$ cat config.mk
export PLATFORM = sky130hd
export DESIGN_NAME = mcu_io_top
export DESIGN_NICKNAME = d
export VERILOG_FILES = /design/src/design/io_map_pkg.sv /design/src/design/periph_pkg.sv /design/src/design/clock_timer.sv /design/src/design/prog_timer.sv /design/src/design/input_port.sv /design/src/design/interrupt_ctrl.sv /design/src/design/io_register_file.sv /design/src/design/mcu_io_top.sv
export SDC_FILE = /design/constraint.sdc
export NUM_CORES = 1
export LEC_CHECK = 0
export ABC_CLOCK_PERIOD_IN_PS = 2400
export BUFFER_PORTS_ARGS = -buffer_cell sky130_fd_sc_hd__buf_2
export CORE_MARGIN = 2
export CORE_UTILIZATION = 40
export CTS_CLUSTER_SIZE = 20
export DETAILED_ROUTE_END_ITERATION = 10
export HOLD_SLACK_MARGIN = 0.02
export PLACE_DENSITY_LB_ADDON = 0.08
export SETUP_SLACK_MARGIN = 0.5
export SLEW_MARGIN = 5
export SYNTH_ARGS = -nofsm -noshare
export SYNTH_HDL_FRONTEND = slang
export SYNTH_SLANG_ARGS = --single-unit
$ cat constraint.sdc
create_clock -name clk -period 2.4 [get_ports clk]
set_clock_uncertainty 0.05 [all_clocks]
set_input_delay 0.12 -clock clk [delete_from_list [all_inputs] [get_ports clk]]
set_output_delay 0.12 -clock clk [all_outputs]
set_load 0.01 [all_outputs]
$ cat src/design/io_map_pkg.sv
`default_nettype none

package io_map_pkg;

  typedef logic [3:0] nibble_t;
  typedef logic [7:0] io_offset_t;

  // Interrupt factors, read to clear
  localparam io_offset_t OFS_CLK_FACTOR   = 8'h00;
  localparam io_offset_t OFS_PT_FACTOR    = 8'h02;
  localparam io_offset_t OFS_K0_FACTOR    = 8'h04;
  localparam io_offset_t OFS_K1_FACTOR    = 8'h05;

  // Interrupt masks
  localparam io_offset_t OFS_CLK_MASK     = 8'h10;
  localparam io_offset_t OFS_PT_MASK      = 8'h12;
  localparam io_offset_t OFS_K0_MASK      = 8'h14;
  localparam io_offset_t OFS_K1_MASK      = 8'h15;

  localparam io_offset_t OFS_TIMER_LO     = 8'h20;
  localparam io_offset_t OFS_TIMER_HI     = 8'h21;
  localparam io_offset_t OFS_PT_VALUE_LO  = 8'h24;
  localparam io_offset_t OFS_PT_VALUE_HI  = 8'h25;
  localparam io_offset_t OFS_PT_RELOAD_LO = 8'h26;
  localparam io_offset_t OFS_PT_RELOAD_HI = 8'h27;

  localparam io_offset_t OFS_K0_VALUE     = 8'h40;
  localparam io_offset_t OFS_K0_RELATION  = 8'h41;
  localparam io_offset_t OFS_K1_VALUE     = 8'h42;

  localparam io_offset_t OFS_TIMER_RESET  = 8'h76;
  localparam io_offset_t OFS_PT_CONTROL   = 8'h78;
  localparam io_offset_t OFS_PT_SOURCE    = 8'h79;

  // Manager side of the AXI4-Lite port
  typedef struct packed {
    logic        awvalid;
    logic [9:0]  awaddr;
    logic        wvalid;
    logic [31:0] wdata;
    logic [3:0]  wstrb;
    logic        bready;
    logic        arvalid;
    logic [9:0]  araddr;
    logic        rready;
  } axi_req_t;

  // Subordinate side
  typedef struct packed {
    logic        awready;
    logic        wready;
    logic        bvalid;
    logic [1:0]  bresp;
    logic        arready;
    logic        rvalid;
    logic [31:0] rdata;
    logic [1:0]  rresp;
  } axi_rsp_t;

endpackage

`default_nettype wire

$ cat src/design/periph_pkg.sv
`default_nettype none

package periph_pkg;

  // Latched interrupt factors
  typedef struct packed {
    logic [3:0] clock;
    logic       prog_timer;
    logic       input_k0;
    logic       input_k1;
  } factor_t;

  typedef struct packed {
    logic [3:0] clock;
    logic       prog_timer;
    logic [3:0] input_k0;
    logic [3:0] input_k1;
  } mask_t;

  // One-cycle events from the timers and the key port
  typedef struct packed {
    logic [3:0] clock;
    logic       prog_timer;
    logic [3:0] edge_k0;
    logic [3:0] edge_k1;
  } factor_set_t;

  // Read-to-clear pulses, one K0/K1 read clears both input factors
  typedef struct packed {
    logic clock;
    logic prog_timer;
    logic inputs;
  } factor_clear_t;

  typedef struct packed {
    logic clock;
    logic prog_timer;
    logic input_k0;
    logic input_k1;
  } irq_t;

endpackage

`default_nettype wire

$ cat src/design/clock_timer.sv
`default_nettype none

module clock_timer #(
  parameter int TICK_DIV = 128
) (
  input  logic       clk,
  input  logic       reset_n,
  input  logic       tick,
  input  logic       timer_reset,
  output logic [7:0] timer_value,
  output logic       step,
  output logic [3:0] clock_set
);

  localparam int DIV_W = (TICK_DIV > 1) ? $clog2(TICK_DIV) : 1;
  localparam logic [DIV_W-1:0] DIV_LAST = DIV_W'(TICK_DIV - 1);

  logic [DIV_W-1:0] div_count;
  logic [7:0]       next_value;
  logic [7:0]       fall;

  // One advance per TICK_DIV ticks
  assign step = tick && (div_count == DIV_LAST) && !timer_reset;
  assign next_value = timer_value + 8'd1;

  always_ff @(posedge clk) begin
    if (!reset_n || timer_reset) begin
      div_count <= '0;
      timer_value <= '0;
    end else if (tick) begin
      if (div_count == DIV_LAST) begin
        div_count <= '0;
        timer_value <= next_value;
      end else begin
        div_count <= div_count + 1'b1;
      end
    end
  end

  // 32, 8, 2 and 1 Hz factors on the falling edge of their bits
  assign fall = timer_value & ~next_value;
  assign clock_set = step ? {fall[7], fall[6], fall[4], fall[2]} : 4'b0000;

endmodule

`default_nettype wire

$ cat src/design/prog_timer.sv
`default_nettype none

module prog_timer (
  input  logic       clk,
  input  logic       reset_n,
  input  logic       step,
  input  logic       k03_rise,
  input  logic       pt_source,
  input  logic       pt_enable,
  input  logic       pt_load,
  input  logic [7:0] pt_reload,
  output logic [7:0] pt_value,
  output logic       underflow
);

  logic src_pulse;
  logic reload_now;
  logic dec_now;

  // Source 0 selects the clock timer step and 1 the K03 rising edge
  assign src_pulse = pt_source ? k03_rise : step;

  // A counter sitting at zero reloads on the next pulse
  assign reload_now = pt_load || (src_pulse && pt_enable && (pt_value == 8'd0));
  assign dec_now = src_pulse && pt_enable && !pt_load && (pt_value != 8'd0);

  assign underflow = dec_now && (pt_value == 8'd1);

  always_ff @(posedge clk) begin
    if (!reset_n) begin
      pt_value <= '0;
    end else if (reload_now) begin
      pt_value <= pt_reload;
    end else if (dec_now) begin
      pt_value <= pt_value - 8'd1;
    end
  end

  // Software load arrives as a single-cycle strobe
  a_load_pulse: assert property (
    @(posedge clk) disable iff (!reset_n)
    pt_load |=> !pt_load
  );

endmodule

`default_nettype wire

$ cat src/design/input_port.sv
`default_nettype none

module input_port
  import io_map_pkg::*;
(
  input  logic    clk,
  input  logic    reset_n,
  input  nibble_t input_k0,
  input  nibble_t input_k1,
  input  nibble_t relation_k0,
  output nibble_t key_k0,
  output nibble_t key_k1,
  output nibble_t edge_k0,
  output nibble_t edge_k1,
  output logic    k03_rise
);

  nibble_t k0_meta;
  nibble_t k1_meta;
  nibble_t k0_prev;
  nibble_t k1_prev;

  // Two-flop synchronizer, then one more stage for edge detection
  always_ff @(posedge clk) begin
    if (!reset_n) begin
      k0_meta <= '0;
      k1_meta <= '0;
      key_k0 <= '0;
      key_k1 <= '0;
      k0_prev <= '0;
      k1_prev <= '0;
    end else begin
      k0_meta <= input_k0;
      k1_meta <= input_k1;
      key_k0 <= k0_meta;
      key_k1 <= k1_meta;
      k0_prev <= key_k0;
      k1_prev <= key_k1;
    end
  end

  // Relation 1 picks falling edges, 0 picks rising
  assign edge_k0 = (relation_k0 & k0_prev & ~key_k0) | (~relation_k0 & ~k0_prev & key_k0);
  assign edge_k1 = k1_prev & ~key_k1;

  assign k03_rise = !k0_prev[3] && key_k0[3];

endmodule

`default_nettype wire

$ cat src/design/interrupt_ctrl.sv
`default_nettype none

module interrupt_ctrl
  import periph_pkg::*;
(
  input  logic          clk,
  input  logic          reset_n,
  input  factor_set_t   factor_set,
  input  factor_clear_t factor_clear,
  input  mask_t         masks,
  output factor_t       factors,
  output irq_t          irq
);

  logic set_k0;
  logic set_k1;

  // Key edges only count where the mask allows them
  assign set_k0 = |(factor_set.edge_k0 & masks.input_k0);
  assign set_k1 = |(factor_set.edge_k1 & masks.input_k1);

  // Set wins over a clear in the same cycle
  always_ff @(posedge clk) begin
    if (!reset_n) begin
      factors <= '0;
    end else begin
      factors.clock <= factor_set.clock | (factors.clock & {4{!factor_clear.clock}});
      factors.prog_timer <= factor_set.prog_timer |
                            (factors.prog_timer && !factor_clear.prog_timer);
      factors.input_k0 <= set_k0 | (factors.input_k0 && !factor_clear.inputs);
      factors.input_k1 <= set_k1 | (factors.input_k1 && !factor_clear.inputs);
    end
  end

  assign irq.clock = |(factors.clock & masks.clock);
  assign irq.prog_timer = factors.prog_timer && masks.prog_timer;
  assign irq.input_k0 = factors.input_k0 && (|masks.input_k0);
  assign irq.input_k1 = factors.input_k1 && (|masks.input_k1);

  // Read-to-clear pulses last one cycle
  a_clear_pulse: assert property (
    @(posedge clk) disable iff (!reset_n)
    (factor_clear != '0) |=> (factor_clear == '0)
  );

endmodule

`default_nettype wire

$ cat src/design/io_register_file.sv
`default_nettype none

module io_register_file
  import io_map_pkg::*, periph_pkg::*;
(
  input  logic          clk,
  input  logic          reset_n,
  input  axi_req_t      axi_req,
  output axi_rsp_t      axi_rsp,
  input  nibble_t       key_k0,
  input  nibble_t       key_k1,
  input  logic [7:0]    timer_value,
  input  logic [7:0]    pt_value,
  input  factor_t       factors,
  output mask_t         masks,
  output factor_clear_t factor_clear,
  output logic          timer_reset,
  output logic [7:0]    pt_reload,
  output logic          pt_enable,
  output logic          pt_load,
  output logic          pt_source,
  output nibble_t       relation_k0
);

  logic       wr_accept;
  logic       rd_accept;
  io_offset_t wr_ofs;
  io_offset_t rd_ofs;
  nibble_t    wr_nib;
  nibble_t    rd_nib;
  logic       bvalid;
  logic       rvalid;
  logic [31:0] rdata;

  // No new request while the previous response is still pending
  assign wr_accept = axi_req.awvalid && axi_req.wvalid && !bvalid;
  assign rd_accept = axi_req.arvalid && !rvalid;

  assign wr_ofs = axi_req.awaddr[9:2];
  assign rd_ofs = axi_req.araddr[9:2];
  assign wr_nib = axi_req.wdata[3:0];

  always_comb begin
    axi_rsp = '0;
    axi_rsp.awready = wr_accept;
    axi_rsp.wready = wr_accept;
    axi_rsp.bvalid = bvalid;
    axi_rsp.arready = rd_accept;
    axi_rsp.rvalid = rvalid;
    axi_rsp.rdata = rdata;
  end

  // Clears go out in the accept cycle, rdata still holds the old flags
  assign factor_clear.clock = rd_accept && (rd_ofs == OFS_CLK_FACTOR);
  assign factor_clear.prog_timer = rd_accept && (rd_ofs == OFS_PT_FACTOR);
  assign factor_clear.inputs = rd_accept &&
                               ((rd_ofs == OFS_K0_FACTOR) || (rd_ofs == OFS_K1_FACTOR));

  always_comb begin
    case (rd_ofs)
      OFS_CLK_FACTOR:   rd_nib = factors.clock;
      OFS_PT_FACTOR:    rd_nib = {3'b000, factors.prog_timer};
      OFS_K0_FACTOR:    rd_nib = {3'b000, factors.input_k0};
      OFS_K1_FACTOR:    rd_nib = {3'b000, factors.input_k1};
      OFS_CLK_MASK:     rd_nib = masks.clock;
      OFS_PT_MASK:      rd_nib = {3'b000, masks.prog_timer};
      OFS_K0_MASK:      rd_nib = masks.input_k0;
      OFS_K1_MASK:      rd_nib = masks.input_k1;
      OFS_TIMER_LO:     rd_nib = timer_value[3:0];
      OFS_TIMER_HI:     rd_nib = timer_value[7:4];
      OFS_PT_VALUE_LO:  rd_nib = pt_value[3:0];
      OFS_PT_VALUE_HI:  rd_nib = pt_value[7:4];
      OFS_PT_RELOAD_LO: rd_nib = pt_reload[3:0];
      OFS_PT_RELOAD_HI: rd_nib = pt_reload[7:4];
      OFS_K0_VALUE:     rd_nib = key_k0;
      OFS_K0_RELATION:  rd_nib = relation_k0;
      OFS_K1_VALUE:     rd_nib = key_k1;
      OFS_PT_CONTROL:   rd_nib = {3'b000, pt_enable};
      OFS_PT_SOURCE:    rd_nib = {3'b000, pt_source};
      // Unmapped and write-only offsets
      default:          rd_nib = 4'h0;
    endcase
  end

  // Response channels
  always_ff @(posedge clk) begin
    if (!reset_n) begin
      bvalid <= 1'b0;
      rvalid <= 1'b0;
    end else begin
      if (wr_accept) begin
        bvalid <= 1'b1;
      end else if (axi_req.bready) begin
        bvalid <= 1'b0;
      end
      if (rd_accept) begin
        rvalid <= 1'b1;
      end else if (axi_req.rready) begin
        rvalid <= 1'b0;
      end
    end
  end

  always_ff @(posedge clk) begin
    if (rd_accept) begin
      rdata <= {28'h0000000, rd_nib};
    end
  end

  // Control registers and one-cycle strobes
  always_ff @(posedge clk) begin
    if (!reset_n) begin
      masks <= '0;
      pt_reload <= '0;
      pt_enable <= 1'b0;
      pt_source <= 1'b0;
      relation_k0 <= 4'hF;
      timer_reset <= 1'b0;
      pt_load <= 1'b0;
    end else begin
      timer_reset <= 1'b0;
      pt_load <= 1'b0;
      if (wr_accept && axi_req.wstrb[0]) begin
        case (wr_ofs)
          OFS_CLK_MASK:     masks.clock <= wr_nib;
          OFS_PT_MASK:      masks.prog_timer <= wr_nib[0];
          OFS_K0_MASK:      masks.input_k0 <= wr_nib;
          OFS_K1_MASK:      masks.input_k1 <= wr_nib;
          OFS_PT_RELOAD_LO: pt_reload[3:0] <= wr_nib;
          OFS_PT_RELOAD_HI: pt_reload[7:4] <= wr_nib;
          OFS_K0_RELATION:  relation_k0 <= wr_nib;
          OFS_TIMER_RESET:  timer_reset <= wr_nib[1];
          OFS_PT_CONTROL: begin
            pt_enable <= wr_nib[0];
            pt_load <= wr_nib[1];
          end
          OFS_PT_SOURCE:    pt_source <= wr_nib[0];
          default: ;
        endcase
      end
    end
  end

  a_bvalid_hold: assert property (
    @(posedge clk) disable iff (!reset_n)
    bvalid && !axi_req.bready |=> bvalid
  );

  a_rdata_hold: assert property (
    @(posedge clk) disable iff (!reset_n)
    rvalid && !axi_req.rready |=> rvalid && $stable(rdata)
  );

endmodule

`default_nettype wire

$ cat src/design/mcu_io_top.sv
`default_nettype none

module mcu_io_top
  import io_map_pkg::*, periph_pkg::*;
#(
  parameter int TICK_DIV = 128
) (
  input  logic     clk,
  input  logic     reset_n,
  input  logic     tick,
  input  nibble_t  input_k0,
  input  nibble_t  input_k1,
  input  axi_req_t axi_req,
  output axi_rsp_t axi_rsp,
  output irq_t     irq
);

  mask_t         masks;
  factor_t       factors;
  factor_set_t   factor_set;
  factor_clear_t factor_clear;

  nibble_t    key_k0;
  nibble_t    key_k1;
  nibble_t    relation_k0;
  nibble_t    edge_k0;
  nibble_t    edge_k1;
  logic       k03_rise;
  logic       timer_reset;
  logic [7:0] timer_value;
  logic       step;
  logic [3:0] clock_set;
  logic [7:0] pt_reload;
  logic [7:0] pt_value;
  logic       pt_enable;
  logic       pt_load;
  logic       pt_source;
  logic       underflow;

  io_register_file regs_i (
    .clk          (clk),
    .reset_n      (reset_n),
    .axi_req      (axi_req),
    .axi_rsp      (axi_rsp),
    .key_k0       (key_k0),
    .key_k1       (key_k1),
    .timer_value  (timer_value),
    .pt_value     (pt_value),
    .factors      (factors),
    .masks        (masks),
    .factor_clear (factor_clear),
    .timer_reset  (timer_reset),
    .pt_reload    (pt_reload),
    .pt_enable    (pt_enable),
    .pt_load      (pt_load),
    .pt_source    (pt_source),
    .relation_k0  (relation_k0)
  );

  clock_timer #(
    .TICK_DIV (TICK_DIV)
  ) clock_timer_i (
    .clk         (clk),
    .reset_n     (reset_n),
    .tick        (tick),
    .timer_reset (timer_reset),
    .timer_value (timer_value),
    .step        (step),
    .clock_set   (clock_set)
  );

  prog_timer prog_timer_i (
    .clk       (clk),
    .reset_n   (reset_n),
    .step      (step),
    .k03_rise  (k03_rise),
    .pt_source (pt_source),
    .pt_enable (pt_enable),
    .pt_load   (pt_load),
    .pt_reload (pt_reload),
    .pt_value  (pt_value),
    .underflow (underflow)
  );

  input_port input_port_i (
    .clk         (clk),
    .reset_n     (reset_n),
    .input_k0    (input_k0),
    .input_k1    (input_k1),
    .relation_k0 (relation_k0),
    .key_k0      (key_k0),
    .key_k1      (key_k1),
    .edge_k0     (edge_k0),
    .edge_k1     (edge_k1),
    .k03_rise    (k03_rise)
  );

  // Gather the set events for the factor flags
  assign factor_set.clock = clock_set;
  assign factor_set.prog_timer = underflow;
  assign factor_set.edge_k0 = edge_k0;
  assign factor_set.edge_k1 = edge_k1;

  interrupt_ctrl interrupt_ctrl_i (
    .clk          (clk),
    .reset_n      (reset_n),
    .factor_set   (factor_set),
    .factor_clear (factor_clear),
    .masks        (masks),
    .factors      (factors),
    .irq          (irq)
  );

endmodule

`default_nettype wire

==> flow_metrics.env, run 1 <==
export IMPL_max_stage_delay_ns=0.48
export IMPL_port_buffers=49
export IMPL_path_cells="nand4b_4, or3b_4, nor4_4, buf_4, mux2i_1, nor2_1"
export IMPL_drt_pass1_iter_count=4
export IMPL_r2r_start="regs_i.bvalid"
export IMPL_maxCapViolCount=0
export IMPL_pre_cts_slack_ns=0.264
export IMPL_yosysSeqAreaShare_pct=38.7
export IMPL_fp_dieW_um=112
export IMPL_syn_inst=538
export IMPL_die_h_um=112
export IMPL_hp_class="in2reg"
export IMPL_cts_sinks=89
export IMPL_ys_async_sr_fraction_pct=0
export IMPL_syn2layout_area_growth_pct=16.0
export IMPL_nets=679
export IMPL_grt_pass1_vias=3769
export IMPL_viasPerCell=5.26
export IMPL_worstReg2RegEnd="regs_i.pt_reload[1]"
export IMPL_wl_per_cell_um=16.8
export IMPL_period_share_pct=76.7
export IMPL_hold_depth=3
export IMPL_crit_type="reg2reg"
export IMPL_rsz0062_at_grt="yes"
export IMPL_power_uw=3080
export IMPL_finalHoldViolations=0
export IMPL_die_area_um2=12700
export IMPL_grt_overflow_total=0
export IMPL_grt_max_degree=44
export IMPL_rows=39
export IMPL_cts_clk_slew_worst_paths_ns=0.07
export IMPL_powerDensity_nw_per_um2=563
export IMPL_endpoint_kind="flip-flop"
export IMPL_drc=0
export IMPL_drive_above_1_share_pct=16.9
export IMPL_synth_area_um2=4710
export IMPL_ys_ff_latch=89
export IMPL_core_um2=11500
export IMPL_vias=3918
export IMPL_cts_tree="yes"
export IMPL_initial_utilization_pct=41.1
export IMPL_crit_fanout=5
export IMPL_synth_edf_count=4
export IMPL_n_antenna_cell=0
export IMPL_peakVddDrop_uv=464
export IMPL_cp_required_ns=2.58
export IMPL_cts_buffers=9
export IMPL_p_leak_uw=0.00213
export IMPL_place_congestion=0.962
export IMPL_hpwl_um=9230
export IMPL_crit_slowest_cell="or3b_4"
export IMPL_cts_buffer_depth=2
export IMPL_synth_distinct_cells=62
export IMPL_clock_latency_ns=0.35
export IMPL_holdCritStartpoint="axi_req[55]"
export IMPL_mostFrequentLayoutCells="79 x dfxtp_1, 59 x nor2_1, 49 x buf_2, 48 x nand2_1, 33 x mux2i_1"
export IMPL_relSlewSlack_pct=54.9
export IMPL_tightest_slew_ns=0.670
export IMPL_final_common_cell="dfxtp_1"
export IMPL_synthFlopType="dfxtp_1"
export IMPL_hold_end="regs_i.pt_load"
export IMPL_status="finished clean"
export IMPL_ant_nets=0
export IMPL_io_pin_count=117
export IMPL_slew_viol_final=0
export IMPL_setup_ws_ns=0.560
export IMPL_antenna_found_initial=0
export IMPL_reg2reg_depth=6
export IMPL_yosysWarnings=0
export IMPL_finalSetupTns_ns=0
export IMPL_root_buffer="clkbuf_16"
export IMPL_grt_pass1_wl_um=20200
export IMPL_fmax_ghz=0.543
export IMPL_rrSetupSlack_ns=0.56
export IMPL_drtIter0Drc=284
export IMPL_finish_instance_area_um2=5460
export IMPL_avgSynthCellArea_um2=8.75
export IMPL_period_needed_ns=1.84
export IMPL_arrival_ns=2.02
export IMPL_grt_usage_pct=20.6
export IMPL_start_kind="flip-flop"
export IMPL_routed_wirelength_um=12500
export IMPL_setup_violations=0
export IMPL_post_dp_cell_area_um2=4960
export IMPL_htreeDepth=3
## worst max path at each step
stage	startpoint	depth (start not counted)	slack (ns)	endpoint
6_report	regs_i.bvalid	6	0.56	regs_i.pt_reload[1]
5_1_grt	regs_i.bvalid	6	0.49	regs_i.pt_reload[1]
4_1_cts	regs_i.bvalid	6	0.51	regs_i.masks[2]
3_5_place_dp	regs_i.bvalid	5	0.26	regs_i.masks[2]
3_3_place_gp	regs_i.bvalid	5	0.31	regs_i.masks[2]
2_1_floorplan	clock_timer_i.div_count[0]	7	0.50	prog_timer_i.pt_value[1]
## kinds of logic after synthesis
kind of cell | synth area share, %
compound gates | 12.9
xor+xnor | 1.49
fa+ha+maj | 2.39
buf+inv | 8.64
flops | 38.7
mux | 7.97
other cells | 0.0796
simple gates | 27.9
## cell type report
| class | instances | area, µm² |
|---|---|---|
| fillers | 1125 | 6010 |
| multi-input cells | 411 | 2650 |
| flip-flops and latches | 89 | 1830 |
| repair buffers | 76 | 488 |
| clock buffers | 10 | 229 |
| well taps | 143 | 179 |
| clock inverters | 5 | 41.3 |
| inverters | 11 | 41.3 |
## registers in the layout (all words and copies together), names as in the netlist, 4 cells and up
register and count:
regs_i.relation_k0 4, regs_i.masks 13, clock_timer_i.div_count 7, clock_timer_i.timer_value 8, input_port_i.k0_meta 4, input_port_i.key_k1 4
input_port_i.k0_prev 4, input_port_i.key_k0 4, input_port_i.k1_meta 4, interrupt_ctrl_i.factors 7, regs_i.pt_reload 8, regs_i.rdata 4
input_port_i.k1_prev 4, prog_timer_i.pt_value 8
## power by group
group,internal (µW),switching (µW)
clock,703,596
sequential,1510,16.0
combinational,93.2,154
total,2310,766
## metrics by stage
stage | hold slack, ns | std cells | util, %
after global placement | 0.258 | 711 | 43.2
after CTS | 0.0260 | 741 | 47.1
after global routing | 0.0288 | 745 | 47.6
final | 0.0369 | 745 | 47.6
after floorplan | 0.147 | 569 | -
after detailed placement | 0.260 | 711 | 43.2
## cell usage after synthesis (10+ instances only)
cell type	n	area, µm²
dfxtp_1	85	1700
nor2_1	59	221
nand2_1	48	180
buf_4	38	285
mux2i_1	33	330
and2_1	27	169
a22oi_1	19	143
nand3_1	17	85.1
clkbuf_1	15	56.3
a21oi_1	14	70.1
o21ai_0	12	60.1
inv_1	11	41.3
nor2b_1	11	68.8
nor4_1	10	62.6
## metal layers
layer	part of all wire [%]	wire length, µm	GRT usage [%]	up-vias
li1	-	-	-	1972
met1	49	6080	28.1	1824
met2	44	5500	31.3	105
met3	4.5	561	4.97	17
met4	3.0	379	8.29	0
met5	0	0	0	-
## critical path: cells and delay by family (launching register included)
| family | cells | cell delay, ns |
|---|---|---|
| mux | 1 | 0.18 |
| buf+inv | 1 | 0.18 |
| simple gates | 4 | 0.98 |
| flops | 1 | 0.33 |
## timing repair
action / in CTS / in global routing
endpoints found under the setup margin: 25 / 23
buffers inserted: 2 / 4
pin swaps: 3 / 8
hold endpoints to repair: 11 / 0
resized for setup: 8 / 9
hold buffers: 13 / 0
gates cloned: 0 / 0
Power figures use the tool's default switching activity.
==> inputs of run 2 (changes only) <==
--- a/config.mk
+++ b/config.mk
@@ -5,7 +5,7 @@
 export SDC_FILE = /design/constraint.sdc
 export NUM_CORES = 1
 export LEC_CHECK = 0
-export ABC_CLOCK_PERIOD_IN_PS = 2400
+export ABC_CLOCK_PERIOD_IN_PS = 1800
 export BUFFER_PORTS_ARGS = -buffer_cell sky130_fd_sc_hd__buf_2
 export CORE_MARGIN = 2
 export CORE_UTILIZATION = 40
==> constraint.sdc (replaced) <==
create_clock -name clk -period 1.8 [get_ports clk]
set_clock_uncertainty 0.05 [all_clocks]
set_input_delay 0.09 -clock clk [delete_from_list [all_inputs] [get_ports clk]]
set_output_delay 0.09 -clock clk [all_outputs]
set_load 0.01 [all_outputs]
==> run 2 against run 1 <==
  * The flow now finishes with violations (setup timing)
  * Critical path depth rose by 1
  * Worst setup slack got worse by 0.57 ns
  * Sequential share of layout area fell by 4.4 points
  * Clock-buffer cell count fell by 1
  * Sequential cell count did not move
  * Worst hold slack improved by 0.0020 ns
  * Clock power rose by 38%
  * Final cell count rose by 7.4%
  * Sequential power rose by 32%
  * Via count rose by 10%
  * Critical path type unchanged
  * Critical endpoint is now prog_timer_i.pt_value[4]
  * Largest cell class unchanged
  * Highest routed layer unchanged
==> flow_metrics.env, run 2 (same netlist as run 1, synthesis figures left out) <==
export IMPL_place_congestion=0.945
export IMPL_rsz0062_at_grt="yes"
export IMPL_largest_reg_flops=13
export IMPL_syn2layout_area_growth_pct=36.6
export IMPL_grt_overflow_total=0
export IMPL_clock_latency_ns=0.35
export IMPL_relSlewSlack_pct=61.4
export IMPL_post_dp_cell_area_um2=5330
export IMPL_port_buffers=49
export IMPL_cts_tree="yes"
export IMPL_holdCritStartpoint="axi_req[20]"
export IMPL_rrSetupSlack_ns=-0.01
export IMPL_nets=733
export IMPL_tightest_slew_ns=0.574
export IMPL_mostFrequentLayoutCells="59 x dfxtp_1, 55 x nor2_1, 49 x buf_4, 45 x buf_2, 42 x nand2_1"
export IMPL_start_kind="flip-flop"
export IMPL_status="finished with violations"
export IMPL_worstReg2RegEnd="prog_timer_i.pt_value[4]"
export IMPL_cts_sinks=89
export IMPL_vias=4308
export IMPL_antenna_found_initial=0
export IMPL_period_share_pct=101
export IMPL_drc=0
export IMPL_p_leak_uw=0.00255
export IMPL_rows=39
export IMPL_endpoint_kind="flip-flop"
export IMPL_period_needed_ns=1.81
export IMPL_crit_type="reg2reg"
export IMPL_swShare_pct=26.3
export IMPL_io_pin_count=117
export IMPL_cts_buffers=9
export IMPL_initial_utilization_pct=41.1
export IMPL_p_seq_share_pct=47.9
export IMPL_wl_per_cell_um=17.6
export IMPL_hold_depth=3
export IMPL_whs_ns=0.0389
export IMPL_die_h_um=112
export IMPL_p_int_uw=3120
export IMPL_p_switching_uw=1110
export IMPL_grt_pass1_wl_um=22000
export IMPL_n_antenna_cell=0
export IMPL_powerDensity_nw_per_um2=658
export IMPL_drt_pass1_iter_count=4
export IMPL_htreeDepth=3
export IMPL_cp_required_ns=1.98
export IMPL_hold_end="regs_i.masks[12]"
export IMPL_setup_violations=6
export IMPL_peakVddDrop_uv=543
export IMPL_hpwl_um=9880
export IMPL_top_register="regs_i.masks"
export IMPL_startpoint="clock_timer_i.div_count[1]"
export IMPL_pre_cts_slack_ns=-0.132
export IMPL_cts_clk_slew_worst_paths_ns=0.07
export IMPL_finish_instance_area_um2=6430
export IMPL_grt_usage_pct=22.3
export IMPL_power_uw=4230
export IMPL_cts_buffer_depth=2
export IMPL_hp_class="in2reg"
export IMPL_r2r_start="clock_timer_i.div_count[1]"
export IMPL_fp_dieW_um=112
export IMPL_violations="setup timing"
export IMPL_reg2reg_depth=7
export IMPL_pwr_share_clk_pct=42.4
export IMPL_routed_wirelength_um=14100
export IMPL_maxCapViolCount=0
export IMPL_finalHoldViolations=0
export IMPL_die_area_um2=12700
export IMPL_combPwrFrac_pct=9.7
export IMPL_root_buffer="clkbuf_16"
export IMPL_core_um2=11500
export IMPL_ant_nets=0
export IMPL_fmax_ghz=0.552
export IMPL_crit_fanout=6
export IMPL_drtIter0Drc=314
export IMPL_arrival_ns=1.99
export IMPL_grt_pass1_vias=4261
export IMPL_final_common_cell="dfxtp_1"
export IMPL_slew_viol_final=0
export IMPL_viasPerCell=5.39
export IMPL_setup_ws_ns=-0.0132
export IMPL_grt_max_degree=26
export IMPL_drive_above_1_share_pct=37.0
export IMPL_finalSetupTns_ns=-0.0498
run 2: layout make-up:
type,instances,area [µm²]
multi-input combinational,413,3090
fill,1049,5040
timing repair buffer,128,961
tap,143,179
clock buffer,9,225
clock inverter,7,55.1
sequential,89,1870
inverter,11,43.8
run 2: what timing repair did:
item,4_1_cts,5_1_grt
pin swaps,30,32
gates resized for setup,82,43
hold buffers,15,0
hold endpoints to repair,11,0
setup buffers,18,8
gates cloned,1,1
setup endpoints to repair,65,66
run 2: per-layer routing:
metal	wire (µm)	vias to the layer above	GRT usage, %
met3	839	25	5.35
met5	0	-	0
met1	6360	2038	29.4
met4	371	0	10.2
li1	-	2102	-
met2	6550	143	34.7
run 2: worst max path at each step:
stage / end / depth (start not counted) / slack, ns
finish: prog_timer_i.pt_value[4] / 7 / -0.01
global route: regs_i.masks[0] / 7 / -0.11
CTS: regs_i.pt_reload[0] / 7 / -0.0009
detailed placement: prog_timer_i.pt_value[3] / 7 / -0.13
global placement: prog_timer_i.pt_value[3] / 7 / -0.06
floorplan: prog_timer_i.pt_value[1] / 7 / -0.01
run 2: worst max-delay path, cell delays in order (launching register included):
cell      delay (ns)
dfxtp_2         0.35
ha_4            0.14
nand4b_1        0.10
or4b_4          0.51
and2_4          0.19
buf_6           0.13
a21oi_4         0.13
o22ai_2         0.08
run 2: power by group through the flow:
stage / Sequential (µW) / Combinational, µW / Clock (µW)
after floorplan: 2080 / 270 / 0
after global placement: 2080 / 337 / 0
after detailed placement: 2080 / 340 / 0
after CTS: 2030 / 389 / 1830
after global routing: 2030 / 448 / 1920
final: 2020 / 411 / 1790
run 2: through the flow:
step           instances  utilization, %
3_3_place_gp         741            46.5
6_report             800            56.1
3_5_place_dp         741            46.5
2_1_floorplan        569               -
4_1_cts              791            54.0
5_1_grt              800            56.1
